## src/rtl/sq_params.svh

```systemverilog
`ifndef SQ_PARAMS_SVH
`define SQ_PARAMS_SVH

`define SQ_WORD_W     32           // APB data and address
`define SQ_PIX_W      16           // Pixel and result
`define SQ_CMD_DEPTH  8
`define SQ_PIX_DEPTH  16
`define SQ_RES_DEPTH  8

// Block throttle
`define SQ_IN_BLOCK   8            // Pixels per host block
`define SQ_HEADROOM   2            // Slack for the registered flag
`define SQ_OUT_BLOCK  4            // Results per host block

`define SQ_ADDR_CMD   32'h0000_0000
`define SQ_ADDR_PIX   32'h0000_0004
`define SQ_ADDR_RES   32'h0000_0008
`define SQ_ADDR_STAT  32'h0000_000C

`endif

```

## src/rtl/sq_pkg.sv

```systemverilog
`default_nettype none

`include "sq_params.svh"

package sq_pkg;

	typedef logic [`SQ_WORD_W-1:0] word_t;
	typedef logic [`SQ_PIX_W-1:0]  pix_t;      // Unsigned
	typedef logic [1:0]            win_log_t;  // Window is 1 << win_log pixels
	typedef logic [7:0]            done_cnt_t; // Wraps

	typedef enum logic [1:0] {
		OP_MAXPOOL = 2'd0,
		OP_AVEPOOL = 2'd1,
		OP_RSVD2   = 2'd2,                      // Former conv slots
		OP_RSVD3   = 2'd3
	} op_type_e;

	// Same layout as command word bits 3:0
	typedef struct packed {
		win_log_t win_log;
		op_type_e op_type;
	} op_cmd_t;

	typedef enum logic [1:0] {CSB_IDLE, CSB_FETCH, CSB_ISSUE, CSB_WAIT} csb_state_e;

	typedef enum logic [1:0] {ENG_IDLE, ENG_ACC, ENG_PUSH} eng_state_e;

	typedef struct packed {
		done_cnt_t done_cnt;                    // STATUS 23:16
		logic      res_empty;                   // STATUS 2
		logic      res_block;                   // STATUS 1
		logic      pix_space;                   // STATUS 0
	} stat_t;

endpackage

`default_nettype wire

```

## src/rtl/apb_host_port.sv

```systemverilog
`timescale 1ns/1ps
`default_nettype none

`include "sq_params.svh"

module apb_host_port
	import sq_pkg::*;
(
	input  logic                                okClk,
	input  logic                                reset,
	input  logic                                psel,
	input  logic                                penable,
	input  logic                                pwrite,
	input  word_t                               paddr,
	input  word_t                               pwdata,
	output word_t                               prdata,
	output logic                                pready,
	output logic                                pslverr,
	output logic                                cmd_push,
	output op_cmd_t                             cmd_data,
	input  logic                                cmd_full,
	output logic                                pix_push,
	output pix_t                                pix_data,
	input  logic                                pix_full,
	input  logic [$clog2(`SQ_PIX_DEPTH+1)-1:0]  pix_count,
	output logic                                res_pop,
	input  pix_t                                res_data,
	input  logic                                res_empty,
	input  logic [$clog2(`SQ_RES_DEPTH+1)-1:0]  res_count,
	input  done_cnt_t                           done_cnt
);

	localparam int PIX_CW    = $clog2(`SQ_PIX_DEPTH + 1);
	localparam int RES_CW    = $clog2(`SQ_RES_DEPTH + 1);
	localparam int PIX_LIMIT = `SQ_PIX_DEPTH - `SQ_HEADROOM - `SQ_IN_BLOCK;

	logic  access;
	logic  pix_space;
	logic  res_block;
	stat_t stat;

	assign access  = psel && penable;
	assign pready  = 1'b1;                 // Zero wait states

	assign cmd_data.op_type = op_type_e'(pwdata[1:0]);
	assign cmd_data.win_log = pwdata[3:2];
	assign pix_data         = pwdata[`SQ_PIX_W-1:0];

	assign stat.done_cnt  = done_cnt;
	assign stat.res_empty = res_empty;
	assign stat.res_block = res_block;
	assign stat.pix_space = pix_space;

	// --------------------------------------------------
	// Access phase decode
	// --------------------------------------------------
	always_comb begin
		cmd_push = 1'b0;
		pix_push = 1'b0;
		res_pop  = 1'b0;
		pslverr  = 1'b0;
		prdata   = '0;
		if (access) begin
			case (paddr)
				`SQ_ADDR_CMD: begin
					if (pwrite && !cmd_full)
						cmd_push = 1'b1;
					else
						pslverr = 1'b1;    // Full, or a read of CMD
				end
				`SQ_ADDR_PIX: begin
					if (pwrite && !pix_full)
						pix_push = 1'b1;
					else
						pslverr = 1'b1;
				end
				`SQ_ADDR_RES: begin
					if (!pwrite && !res_empty) begin
						res_pop = 1'b1;
						prdata  = word_t'(res_data);
					end else begin
						pslverr = 1'b1;    // Empty read returns zero
					end
				end
				`SQ_ADDR_STAT: begin
					if (!pwrite)
						prdata = {8'h00, stat.done_cnt, 13'h0000,
							stat.res_empty, stat.res_block, stat.pix_space};
					else
						pslverr = 1'b1;
				end
				default: pslverr = 1'b1;   // Unmapped
			endcase
		end
	end

	// --------------------------------------------------
	// Block throttle
	// --------------------------------------------------
	always_ff @(posedge okClk) begin
		if (reset) begin
			pix_space <= 1'b1;
			res_block <= 1'b0;
		end else begin
			pix_space <= (pix_count <= PIX_CW'(PIX_LIMIT));       // Room for a block
			res_block <= (res_count >= RES_CW'(`SQ_OUT_BLOCK));   // A block waits
		end
	end

endmodule

`default_nettype wire

```

## src/rtl/csb.sv

```systemverilog
`timescale 1ns/1ps
`default_nettype none

module csb
	import sq_pkg::*;
(
	input  logic      okClk,
	input  logic      reset,
	input  op_cmd_t   cmd,
	input  logic      cmd_empty,
	output logic      cmd_pop,
	output logic      op_valid,
	output op_cmd_t   op,
	input  logic      op_ready,
	input  logic      op_done,
	output done_cnt_t done_cnt,
	output logic      irq
);

	csb_state_e state;
	op_cmd_t    op_reg;
	logic       rsvd;

	assign cmd_pop  = (state == CSB_IDLE) && !cmd_empty;
	assign op_valid = (state == CSB_ISSUE);
	assign op       = op_reg;              // Stable from FETCH to WAIT
	assign irq      = (state == CSB_WAIT) && op_done;
	assign rsvd     = (op_reg.op_type == OP_RSVD2) || (op_reg.op_type == OP_RSVD3);

	always_ff @(posedge okClk) begin
		if (reset) begin
			state    <= CSB_IDLE;
			done_cnt <= '0;
		end else begin
			case (state)
				CSB_IDLE: begin
					if (!cmd_empty)
						state <= CSB_FETCH;
				end
				CSB_FETCH: begin
					// Reserved opcodes are dropped silently
					state <= rsvd ? CSB_IDLE : CSB_ISSUE;
				end
				CSB_ISSUE: begin
					if (op_ready)
						state <= CSB_WAIT;
				end
				CSB_WAIT: begin
					if (op_done) begin
						done_cnt <= done_cnt + 1'b1;   // Wraps at 255
						state    <= CSB_IDLE;
					end
				end
				default: state <= CSB_IDLE;
			endcase
		end
	end

	always_ff @(posedge okClk) begin
		if (cmd_pop)
			op_reg <= cmd;
	end

endmodule

`default_nettype wire

```

## src/rtl/pool_engine.sv

```systemverilog
`timescale 1ns/1ps
`default_nettype none

`include "sq_params.svh"

module pool_engine
	import sq_pkg::*;
(
	input  logic    okClk,
	input  logic    reset,
	input  logic    op_valid,
	input  op_cmd_t op,
	output logic    op_ready,
	input  pix_t    pix,
	input  logic    pix_empty,
	output logic    pix_pop,
	output pix_t    res,
	input  logic    res_full,
	output logic    res_push,
	output logic    op_done
);

	localparam int ACC_W = `SQ_PIX_W + 3;  // Sum of up to 8 pixels

	eng_state_e       state;
	op_cmd_t          op_reg;
	logic [3:0]       remain;              // Pixels still to pop
	logic [ACC_W-1:0] acc;
	logic [ACC_W-1:0] pix_ext;
	logic [ACC_W-1:0] avg;

	assign op_ready = (state == ENG_IDLE);
	assign pix_pop  = (state == ENG_ACC) && !pix_empty;
	assign res_push = (state == ENG_PUSH) && !res_full;

	assign pix_ext = ACC_W'(pix);
	assign avg     = acc >> op_reg.win_log;   // Truncates the fraction
	assign res     = (op_reg.op_type == OP_AVEPOOL) ? avg[`SQ_PIX_W-1:0]
		: acc[`SQ_PIX_W-1:0];

	always_ff @(posedge okClk) begin
		if (reset) begin
			state   <= ENG_IDLE;
			remain  <= '0;
			op_done <= 1'b0;
		end else begin
			op_done <= res_push;            // One cycle after the push
			case (state)
				ENG_IDLE: begin
					if (op_valid) begin
						remain <= 4'd1 << op.win_log;
						state  <= ENG_ACC;
					end
				end
				ENG_ACC: begin
					if (pix_pop) begin
						remain <= remain - 1'b1;
						if (remain == 4'd1)
							state <= ENG_PUSH;
					end
				end
				ENG_PUSH: begin
					if (!res_full)
						state <= ENG_IDLE;   // Held here by back-pressure
				end
				default: state <= ENG_IDLE;
			endcase
		end
	end

	// Datapath
	always_ff @(posedge okClk) begin
		if (op_valid && op_ready) begin
			op_reg <= op;
			acc    <= '0;
		end else if (pix_pop) begin
			if (op_reg.op_type == OP_AVEPOOL)
				acc <= acc + pix_ext;
			else if (pix_ext > acc)
				acc <= pix_ext;             // Running max
		end
	end

endmodule

`default_nettype wire

```

## src/rtl/sq_top.sv

```systemverilog
`timescale 1ns/1ps
`default_nettype none

`include "sq_params.svh"

module sq_top
	import sq_pkg::*;
(
	input  logic  okClk,
	input  logic  reset,
	input  logic  psel,
	input  logic  penable,
	input  logic  pwrite,
	input  word_t paddr,
	input  word_t pwdata,
	output word_t prdata,
	output logic  pready,
	output logic  pslverr,
	output logic  irq
);

	op_cmd_t   cmd_wdata;
	op_cmd_t   cmd_head;
	op_cmd_t   op;
	logic      cmd_push;
	logic      cmd_pop;
	logic      cmd_full;
	logic      cmd_empty;

	pix_t      pix_wdata;
	pix_t      pix_head;
	logic      pix_push;
	logic      pix_pop;
	logic      pix_full;
	logic      pix_empty;
	logic [$clog2(`SQ_PIX_DEPTH+1)-1:0] pix_count;

	pix_t      res;
	pix_t      res_head;
	logic      res_push;
	logic      res_pop;
	logic      res_full;
	logic      res_empty;
	logic [$clog2(`SQ_RES_DEPTH+1)-1:0] res_count;

	done_cnt_t done_cnt;
	logic      op_valid;
	logic      op_ready;
	logic      op_done;

	// --------------------------------------------------
	// Host side queues
	// --------------------------------------------------
	sync_fifo #(.WIDTH($bits(op_cmd_t)), .DEPTH(`SQ_CMD_DEPTH)) cmd_fifo (
		.okClk  (okClk),
		.reset  (reset),
		.push   (cmd_push),
		.wdata  (cmd_wdata),
		.pop    (cmd_pop),
		.rdata  (cmd_head),
		.full   (cmd_full),
		.empty  (cmd_empty),
		.count  ()                        // Not throttled
	);

	sync_fifo #(.WIDTH(`SQ_PIX_W), .DEPTH(`SQ_PIX_DEPTH)) pix_fifo (
		.okClk  (okClk),
		.reset  (reset),
		.push   (pix_push),
		.wdata  (pix_wdata),
		.pop    (pix_pop),
		.rdata  (pix_head),
		.full   (pix_full),
		.empty  (pix_empty),
		.count  (pix_count)
	);

	sync_fifo #(.WIDTH(`SQ_PIX_W), .DEPTH(`SQ_RES_DEPTH)) res_fifo (
		.okClk  (okClk),
		.reset  (reset),
		.push   (res_push),
		.wdata  (res),
		.pop    (res_pop),
		.rdata  (res_head),
		.full   (res_full),
		.empty  (res_empty),
		.count  (res_count)
	);

	apb_host_port u_host (
		.okClk     (okClk),
		.reset     (reset),
		.psel      (psel),
		.penable   (penable),
		.pwrite    (pwrite),
		.paddr     (paddr),
		.pwdata    (pwdata),
		.prdata    (prdata),
		.pready    (pready),
		.pslverr   (pslverr),
		.cmd_push  (cmd_push),
		.cmd_data  (cmd_wdata),
		.cmd_full  (cmd_full),
		.pix_push  (pix_push),
		.pix_data  (pix_wdata),
		.pix_full  (pix_full),
		.pix_count (pix_count),
		.res_pop   (res_pop),
		.res_data  (res_head),
		.res_empty (res_empty),
		.res_count (res_count),
		.done_cnt  (done_cnt)
	);

	// --------------------------------------------------
	// Control and compute
	// --------------------------------------------------
	csb u_csb (
		.okClk     (okClk),
		.reset     (reset),
		.cmd       (cmd_head),
		.cmd_empty (cmd_empty),
		.cmd_pop   (cmd_pop),
		.op_valid  (op_valid),
		.op        (op),
		.op_ready  (op_ready),
		.op_done   (op_done),
		.done_cnt  (done_cnt),
		.irq       (irq)
	);

	pool_engine u_engine (
		.okClk     (okClk),
		.reset     (reset),
		.op_valid  (op_valid),
		.op        (op),
		.op_ready  (op_ready),
		.pix       (pix_head),
		.pix_empty (pix_empty),
		.pix_pop   (pix_pop),
		.res       (res),
		.res_full  (res_full),
		.res_push  (res_push),
		.op_done   (op_done)
	);

endmodule

`default_nettype wire

```

## src/rtl/sync_fifo.sv

```systemverilog
`timescale 1ns/1ps
`default_nettype none

module sync_fifo #(
	parameter int WIDTH = 16,
	parameter int DEPTH = 16
) (
	input  logic                         okClk,
	input  logic                         reset,
	input  logic                         push,
	input  logic [WIDTH-1:0]             wdata,
	input  logic                         pop,
	output logic [WIDTH-1:0]             rdata,
	output logic                         full,
	output logic                         empty,
	output logic [$clog2(DEPTH+1)-1:0]   count
);

	localparam int AW = $clog2(DEPTH);
	localparam int CW = $clog2(DEPTH + 1);

	logic [WIDTH-1:0] mem [DEPTH];
	logic [AW-1:0]    wr_ptr;
	logic [AW-1:0]    rd_ptr;
	logic             do_push;
	logic             do_pop;

	assign do_push = push && !full;        // Push while full is dropped
	assign do_pop  = pop && !empty;
	assign full    = (count == CW'(DEPTH));
	assign empty   = (count == '0);
	assign rdata   = mem[rd_ptr];          // Head shows before the pop

	always_ff @(posedge okClk) begin
		if (reset) begin
			wr_ptr <= '0;
			rd_ptr <= '0;
			count  <= '0;
		end else begin
			if (do_push)
				wr_ptr <= wr_ptr + 1'b1;   // Wraps, depth is a power of two
			if (do_pop)
				rd_ptr <= rd_ptr + 1'b1;
			case ({do_push, do_pop})
				2'b10:   count <= count + 1'b1;
				2'b01:   count <= count - 1'b1;
				default: count <= count;   // Both or neither
			endcase
		end
	end

	always_ff @(posedge okClk) begin
		if (do_push)
			mem[wr_ptr] <= wdata;
	end

endmodule

`default_nettype wire

```

## config.mk

```make
export PLATFORM = sky130hd
export DESIGN_NAME = sq_top
export DESIGN_NICKNAME = d
export VERILOG_FILES = /design/src/rtl/sq_pkg.sv /design/src/rtl/apb_host_port.sv /design/src/rtl/csb.sv /design/src/rtl/pool_engine.sv /design/src/rtl/sq_top.sv /design/src/rtl/sync_fifo.sv
export VERILOG_INCLUDE_DIRS = /design/src /design/src/rtl
export SDC_FILE = /design/constraint.sdc
export NUM_CORES = 1
export LEC_CHECK = 0
export BUFFER_PORTS_ARGS = -buffer_cell sky130_fd_sc_hd__buf_2
export CELL_PAD_IN_SITES_DETAIL_PLACEMENT = 0
export CELL_PAD_IN_SITES_GLOBAL_PLACEMENT = 1
export CORE_MARGIN = 4
export CORE_UTILIZATION = 45
export CTS_CLUSTER_DIAMETER = 120
export DETAILED_ROUTE_END_ITERATION = 10
export PLACE_DENSITY_LB_ADDON = 0.2
export SLEW_MARGIN = 0
export SYNTH_ARGS = -nofsm -noshare
export SYNTH_HDL_FRONTEND = slang
export SYNTH_SLANG_ARGS = --single-unit
export TNS_END_PERCENT = 30
```

## constraint.sdc

```tcl
create_clock -name okClk -period 7.51 [get_ports okClk]
set_input_delay 1.1265 -clock okClk [delete_from_list [all_inputs] [get_ports okClk]]
set_output_delay 1.1265 -clock okClk [all_outputs]
set_load 0.01 [all_outputs]
```

Word level (Yosys, flattened, before mapping)
Memories as Yosys holds them, arrays and structs flattened. A register that Yosys moved wholly into a read port is not among the register bits.
Cells that the tools add are included.
Word-level totals
  output and inout port bits: 35
  memories kept: 3
  logic and storage cells: 157
  register bits after elaboration: 75
  RAM bits: 416
  bits of input ports: 69
Memories
  pix_fifo.mem: depth 16, bits a word 16, rd ports 1, clocked after memory_dff 1, wr ports 1, line sync_fifo.sv:22  | logic [WIDTH-1:0] mem [DEPTH];
  res_fifo.mem: depth 8, bits a word 16, rd ports 1, clocked after memory_dff 1, wr ports 1, line sync_fifo.sv:22
  cmd_fifo.mem: depth 8, bits a word 4, rd ports 1, clocked after memory_dff 1, wr ports 1, line sync_fifo.sv:22
Operators by class
  $lt $le $gt $ge: 3
  reductions and logical operators: 39
  shift operators: 2
  add/sub/neg operators: 15
  muxes and demuxes: 48
  eq/ne operators: 28
Operators by type and width (number)
  32-bit by 4-bit == test with 1-bit output, second input constant: 2
  32-bit one-hot mux with 2 select lines: 1
  19-bit 2-to-1 mux: 2
  32-bit by 3-bit == test with 1-bit output, second input constant: 1
  32-bit zero test: 1
  16-bit 2-to-1 mux: 2
  32-bit 2-to-1 mux: 1
  24-bit 2-to-1 mux: 1
  4-bit one-hot mux with 2 select lines: 3
  1-bit 2-to-1 mux: 20
  19-bit by 16-bit adder with 19-bit output: 1
  16-bit by 19-bit greater-than comparator with 1-bit output: 1
  19-bit by 2-bit >> shifter with 16-bit output: 1
  4-bit by 1-bit adder with 4-bit output, second input constant: 4
  2-bit == test, second input constant: 8
  2-bit 2-to-1 mux: 8
  4-bit 2-to-1 mux: 4
  1-bit logical AND: 15
  3-bit by 1-bit adder with 3-bit output, second input constant: 4
  2-bit by 1-bit == test with 1-bit output, second input constant: 6
  4-bit by 1-bit subtractor with 4-bit output, second input constant: 3
  2-bit inequality test, second input constant: 5
  5-bit one-hot mux with 2 select lines: 1
  2-bit nonzero test: 5
  other kinds (22): 35

Logic depth before layout (Yosys ltp)
  depth in word-level cells: 9
  depth in mapped cells: 16
  depth with buffers taken out: 14

Hierarchy
A second synthesis with hierarchy kept.
Unflattened totals
  cell total of the unflattened synthesis: 1446
  area, all modules: 22795.6 um^2
By module, submodules not included
  sync_fifo at pix_fifo: instances 1, cells each 482, sequential area each 8027.7 um^2, area an instance 10776.6 um^2
  sync_fifo at res_fifo: instances 1, cells each 260, sequential area each 4103.9 um^2, area an instance 5581.6 um^2
  pool_engine: instances 1, cells each 431, sequential area each 640.6 um^2, area an instance 3318.2 um^2
  sync_fifo at cmd_fifo: instances 1, cells each 121, sequential area each 1221.2 um^2, area an instance 1870.5 um^2
  apb_host_port: instances 1, cells each 94, sequential area each 40.0 um^2, area an instance 649.4 um^2
  csb: instances 1, cells each 58, sequential area each 320.3 um^2, area an instance 599.3 um^2

Worst setup path before layout
Ideal clock, no wire load.
  kind: input to register
  start point: input port paddr[4]
  end point: register pix_fifo.count[4]
  library setup time: 0.128 ns
  setup slack: 3.672 ns
  cell stages on the path: 15
  buffers on the path: 2
  required time: 7.382 ns
  arrival: 3.711 ns
  path through: nor4_1 -> nand4_1 -> nor4_2 -> and2_0 -> buf_2 -> buf_2 -> inv_1 -> ha_1 -> ha_1 -> nor2b_1 -> o21ai_0 -> a21oi_1 -> nor3_1 -> xnor2_1 -> nor2_1
On the way
  word-level cells in the longest chain between the ends: 6
  elaborated cells on any way between the ends: 8
  those cells by class: eq/ne: 3; mux: 3; reduce/logical: 2
RTL lines
  from (decl): line sq_top.sv:14  | input word_t paddr,
  32-bit by 3-bit == test with 1-bit output *: line apb_host_port.sv:64  | case (paddr)
  1-bit 2-to-1 mux *: line apb_host_port.sv:64
  1-bit 2-to-1 mux *: line apb_host_port.sv:63  | if (access) begin
  1-bit logical AND *: line sync_fifo.sv:28  | assign do_push = push && !full;
  2-bit by 1-bit == test with 1-bit output or 2-bit == test (tied branches): line sync_fifo.sv:44  | case ({do_push, do_pop})
  5-bit one-hot mux with 2 select lines or 2-bit nonzero test (tied branches)
  to (signal assigned): line sync_fifo.sv:45  | 2'b10: count <= count + 1'b1;
  to (signal assigned): line sync_fifo.sv:46  | 2'b01: count <= count - 1'b1;
  to (signal assigned): line sync_fifo.sv:47  | default: count <= count;
  to (decl): line sync_fifo.sv:16  | output logic [$clog2(DEPTH+1)-1:0] count
Mark *: on every way between the ends. The rest lies on a longest branch, timed or not.
A chain may end at the register's enable or synchronous reset.

==> metrics.txt <==
1st-iter DRT viols=850; Yosys Warn Count=0; CP Capture Type=flip-flop; vias=12,500; synthesized flop and latch total=between 500 and 600; GRT overflow=0; Final Net Count=1,699; final setup TNS=0 ns; CTS tree=done; CP bufs+invs=1; Tmin final=around 4.8 ns; Syn Area/Cell=~15 um2; M2 GR Usage=between 20% and 30%; IO Pins=104; CTS buffer count=52; met3 GRT Util=under 10%; Core Area=between 0.04 and 0.05 mm2; Area contributors post-synth=edfxtp_1 57%, mux4_2 9.4%, dfxtp_1 7.0%; EDFF count, synth=between 400 and 500; Setup Buffers After CTS=0; CTS resizes=0; Crit path required time=a little under 8 ns; GR Util All Layers=between 10% and 20%; CTS max path bufs=3; die area=about 0.053 mm2; leading area contributor after synthesis=edfxtp_1; R2R setup slack=2.72 ns; clk_skew=0.0654 ns; reg2reg path depth=11; Setup violations, final=0; routed vias/inst=roughly 5.5; critical path's slowest cell=dfxtp_4; CP Max Fanout=39; number of diodes=0; largest net degree at the start of global routing=55; Power Density=approximately 220 mW/mm2; Max Fclk=roughly 210 MHz; hold_buf cts=0; die height=between 200 and 250 um; number of remaining DRC errors=0; type of the worst setup path=reg -> reg; most instantiated cells after synthesis=424 x edfxtp_1, 107 x nor2_1, 93 x mux4_2; post-synthesis sequential area ratio=between 60% and 70%; H-tree levels=2; FP Rows=between 80 and 90; worst skew pair latency=a little over 0.6 ns; most frequent cell after synthesis=edfxtp_1; RSZ-0062 raised after global routing=no; GP Congestion=roughly 0.79; drt pass-1 iters=5; antenna violations before repair=1; Hold WC Path Type=reg -> reg; fin. max-slew vios=0; Slew headroom=about 26%; post-DR wirelength/cell=~21 um; P&R area growth vs syn=11.9%; Worst-Margin Slew=about 1.1 ns; Worst setup SP type=flip-flop; placed insts=~2,200; filler cell count=between 4,000 and 5,000; IO Port Bufs=between 70 and 80; hold path endpoint=u_engine.op_reg[0]; vias in the first global route=12,700; Total Power=between 5 and 6 mW; Root Driver=clkbuf_16; Largest regs=pix_fifo.mem x256, res_fifo.mem x128, cmd_fifo.mem x32; Die Width=roughly 230 um; max-cap viol count=0; antenna viol nets, final=0; max FFs per register=256; Leak Pwr=8.35 nW; Worst path max stage delay=around 0.86 ns; hold_sp=u_csb.op[0]; CTS sink cnt=approximately 500; Final Hold Viols=0; Post-Syn Instances=around 1,500; hold path depth=0; RR Endpoint=u_engine.acc[17]; crit-path leading delay family=compound AO/OA/AOI/OAI gates; Most flops, register=pix_fifo.mem; DPL Wire Length=30,400 um; worst vdd ir=between 0.15 and 0.2 mV; worst path cell trace=buf_4 -> mux4_2 -> a22oi_1 -> nand2_1 -> ha_1 -> nand4_1 -> a211oi_1 -> a2111oi_2 -> o21a_4 -> nor2_2 -> o21ai_0; GR Util met1=a little over a quarter; first-pass GRT wire length=about 76,000 um; clock-pin slew on the worst setup and hold paths=around 0.06 ns; Routed WL=approximately 48,000 um; Synth Cell Area=0.0224 mm2; Netlist cell types=79; area share of the largest cell type after synthesis=roughly 57%; Post-Layout Cell Count=between 2,000 and 2,500; status=complete, no violations; Final period util=around 64%; initial cell density of the core=between 40 and 50%; Post-synth ARST share=0%; global routing's busiest layer=met2; Synth Flop Type=edfxtp_1; share of cells above drive strength 1=19.3%; CP Data Arrival Time=roughly 5.2 ns
routing by layer:
metal / part of all wire (%) / routed length [um]
met1: 46 / 22300
met2: 49 / 23600
met3: 3.5 / 1710
met4: 1.5 / 743
met5: 0.041 / 20
power by group:
part	internal (mW)	leakage [nW]	total [mW]	switching, mW
logic	0.0313	3.11	0.104	0.0729
registers	3.01	4.47	3.02	0.00516
clock network	1.35	0.764	2.40	1.05
total	4.40	8.35	5.52	1.13
layout make-up:
type | instances | area (um2) | area share [%]
Multi-Input combinational cell | 843 | 7490 | 29.9
Sequential cell | 502 | 14300 | 57.1
Clock buffer | 67 | 1360 | 5.42
Clock inverter | 25 | 238 | 0.949
Tap cell | 664 | 831 | 3.32
Inverter | 57 | 214 | 0.854
Timing Repair Buffer | 108 | 616 | 2.46
cell usage in the layout, fill, tap and decap left out, types with 30 or more instances in the layout:
master	synthesis	routed
edfxtp_1	424	424
nor2_1	107	107
mux4_2	93	93
buf_2	17	78
dfxtp_1	78	74
nand2_1	65	65
ha_1	62	62
inv_1	55	55
a21oi_1	54	54
o21ai_0	53	53
clkbuf_16	0	52
mux2i_1	46	46
buf_4	14	30
how the worst max path moves through the flow:
stage | startpoint | end | slack [ns] | depth (start not counted)
after global placement | flip-flop | u_engine.acc[15] | 2.83 | 10
after CTS | flip-flop | u_engine.acc[17] | 2.69 | 11
final | flip-flop | u_engine.acc[17] | 2.72 | 11
after detailed placement | flip-flop | u_engine.acc[16] | 2.74 | 11
after global routing | flip-flop | u_engine.acc[17] | 2.38 | 11
after floorplan | paddr[4] | pix_fifo.count[4] | 3.67 | 15
per-stage QoR:
step                      setup WS [ns]  utilization [%]  hold WS (ns)  instance area (um2)
after global routing               2.38             51.1         0.500                25100
after global placement             2.83             47.8         0.460                23500
final                              2.72             51.1         0.490                25100
after detailed placement           2.74             47.8         0.452                23500
after floorplan                    3.67                -         0.400                22400
after CTS                          2.69             51.1         0.491                25100
cell families after synthesis:
kind of cell / synth area share, %
flops: 63.9
simple gates: 7.85
compound gates: 6.85
mux: 13.4
buf+inv: 2.87
fa+ha+maj: 3.82
xor+xnor: 1.29
other cells: 0.0336
Note: power is estimated with default switching activity, not from simulation.
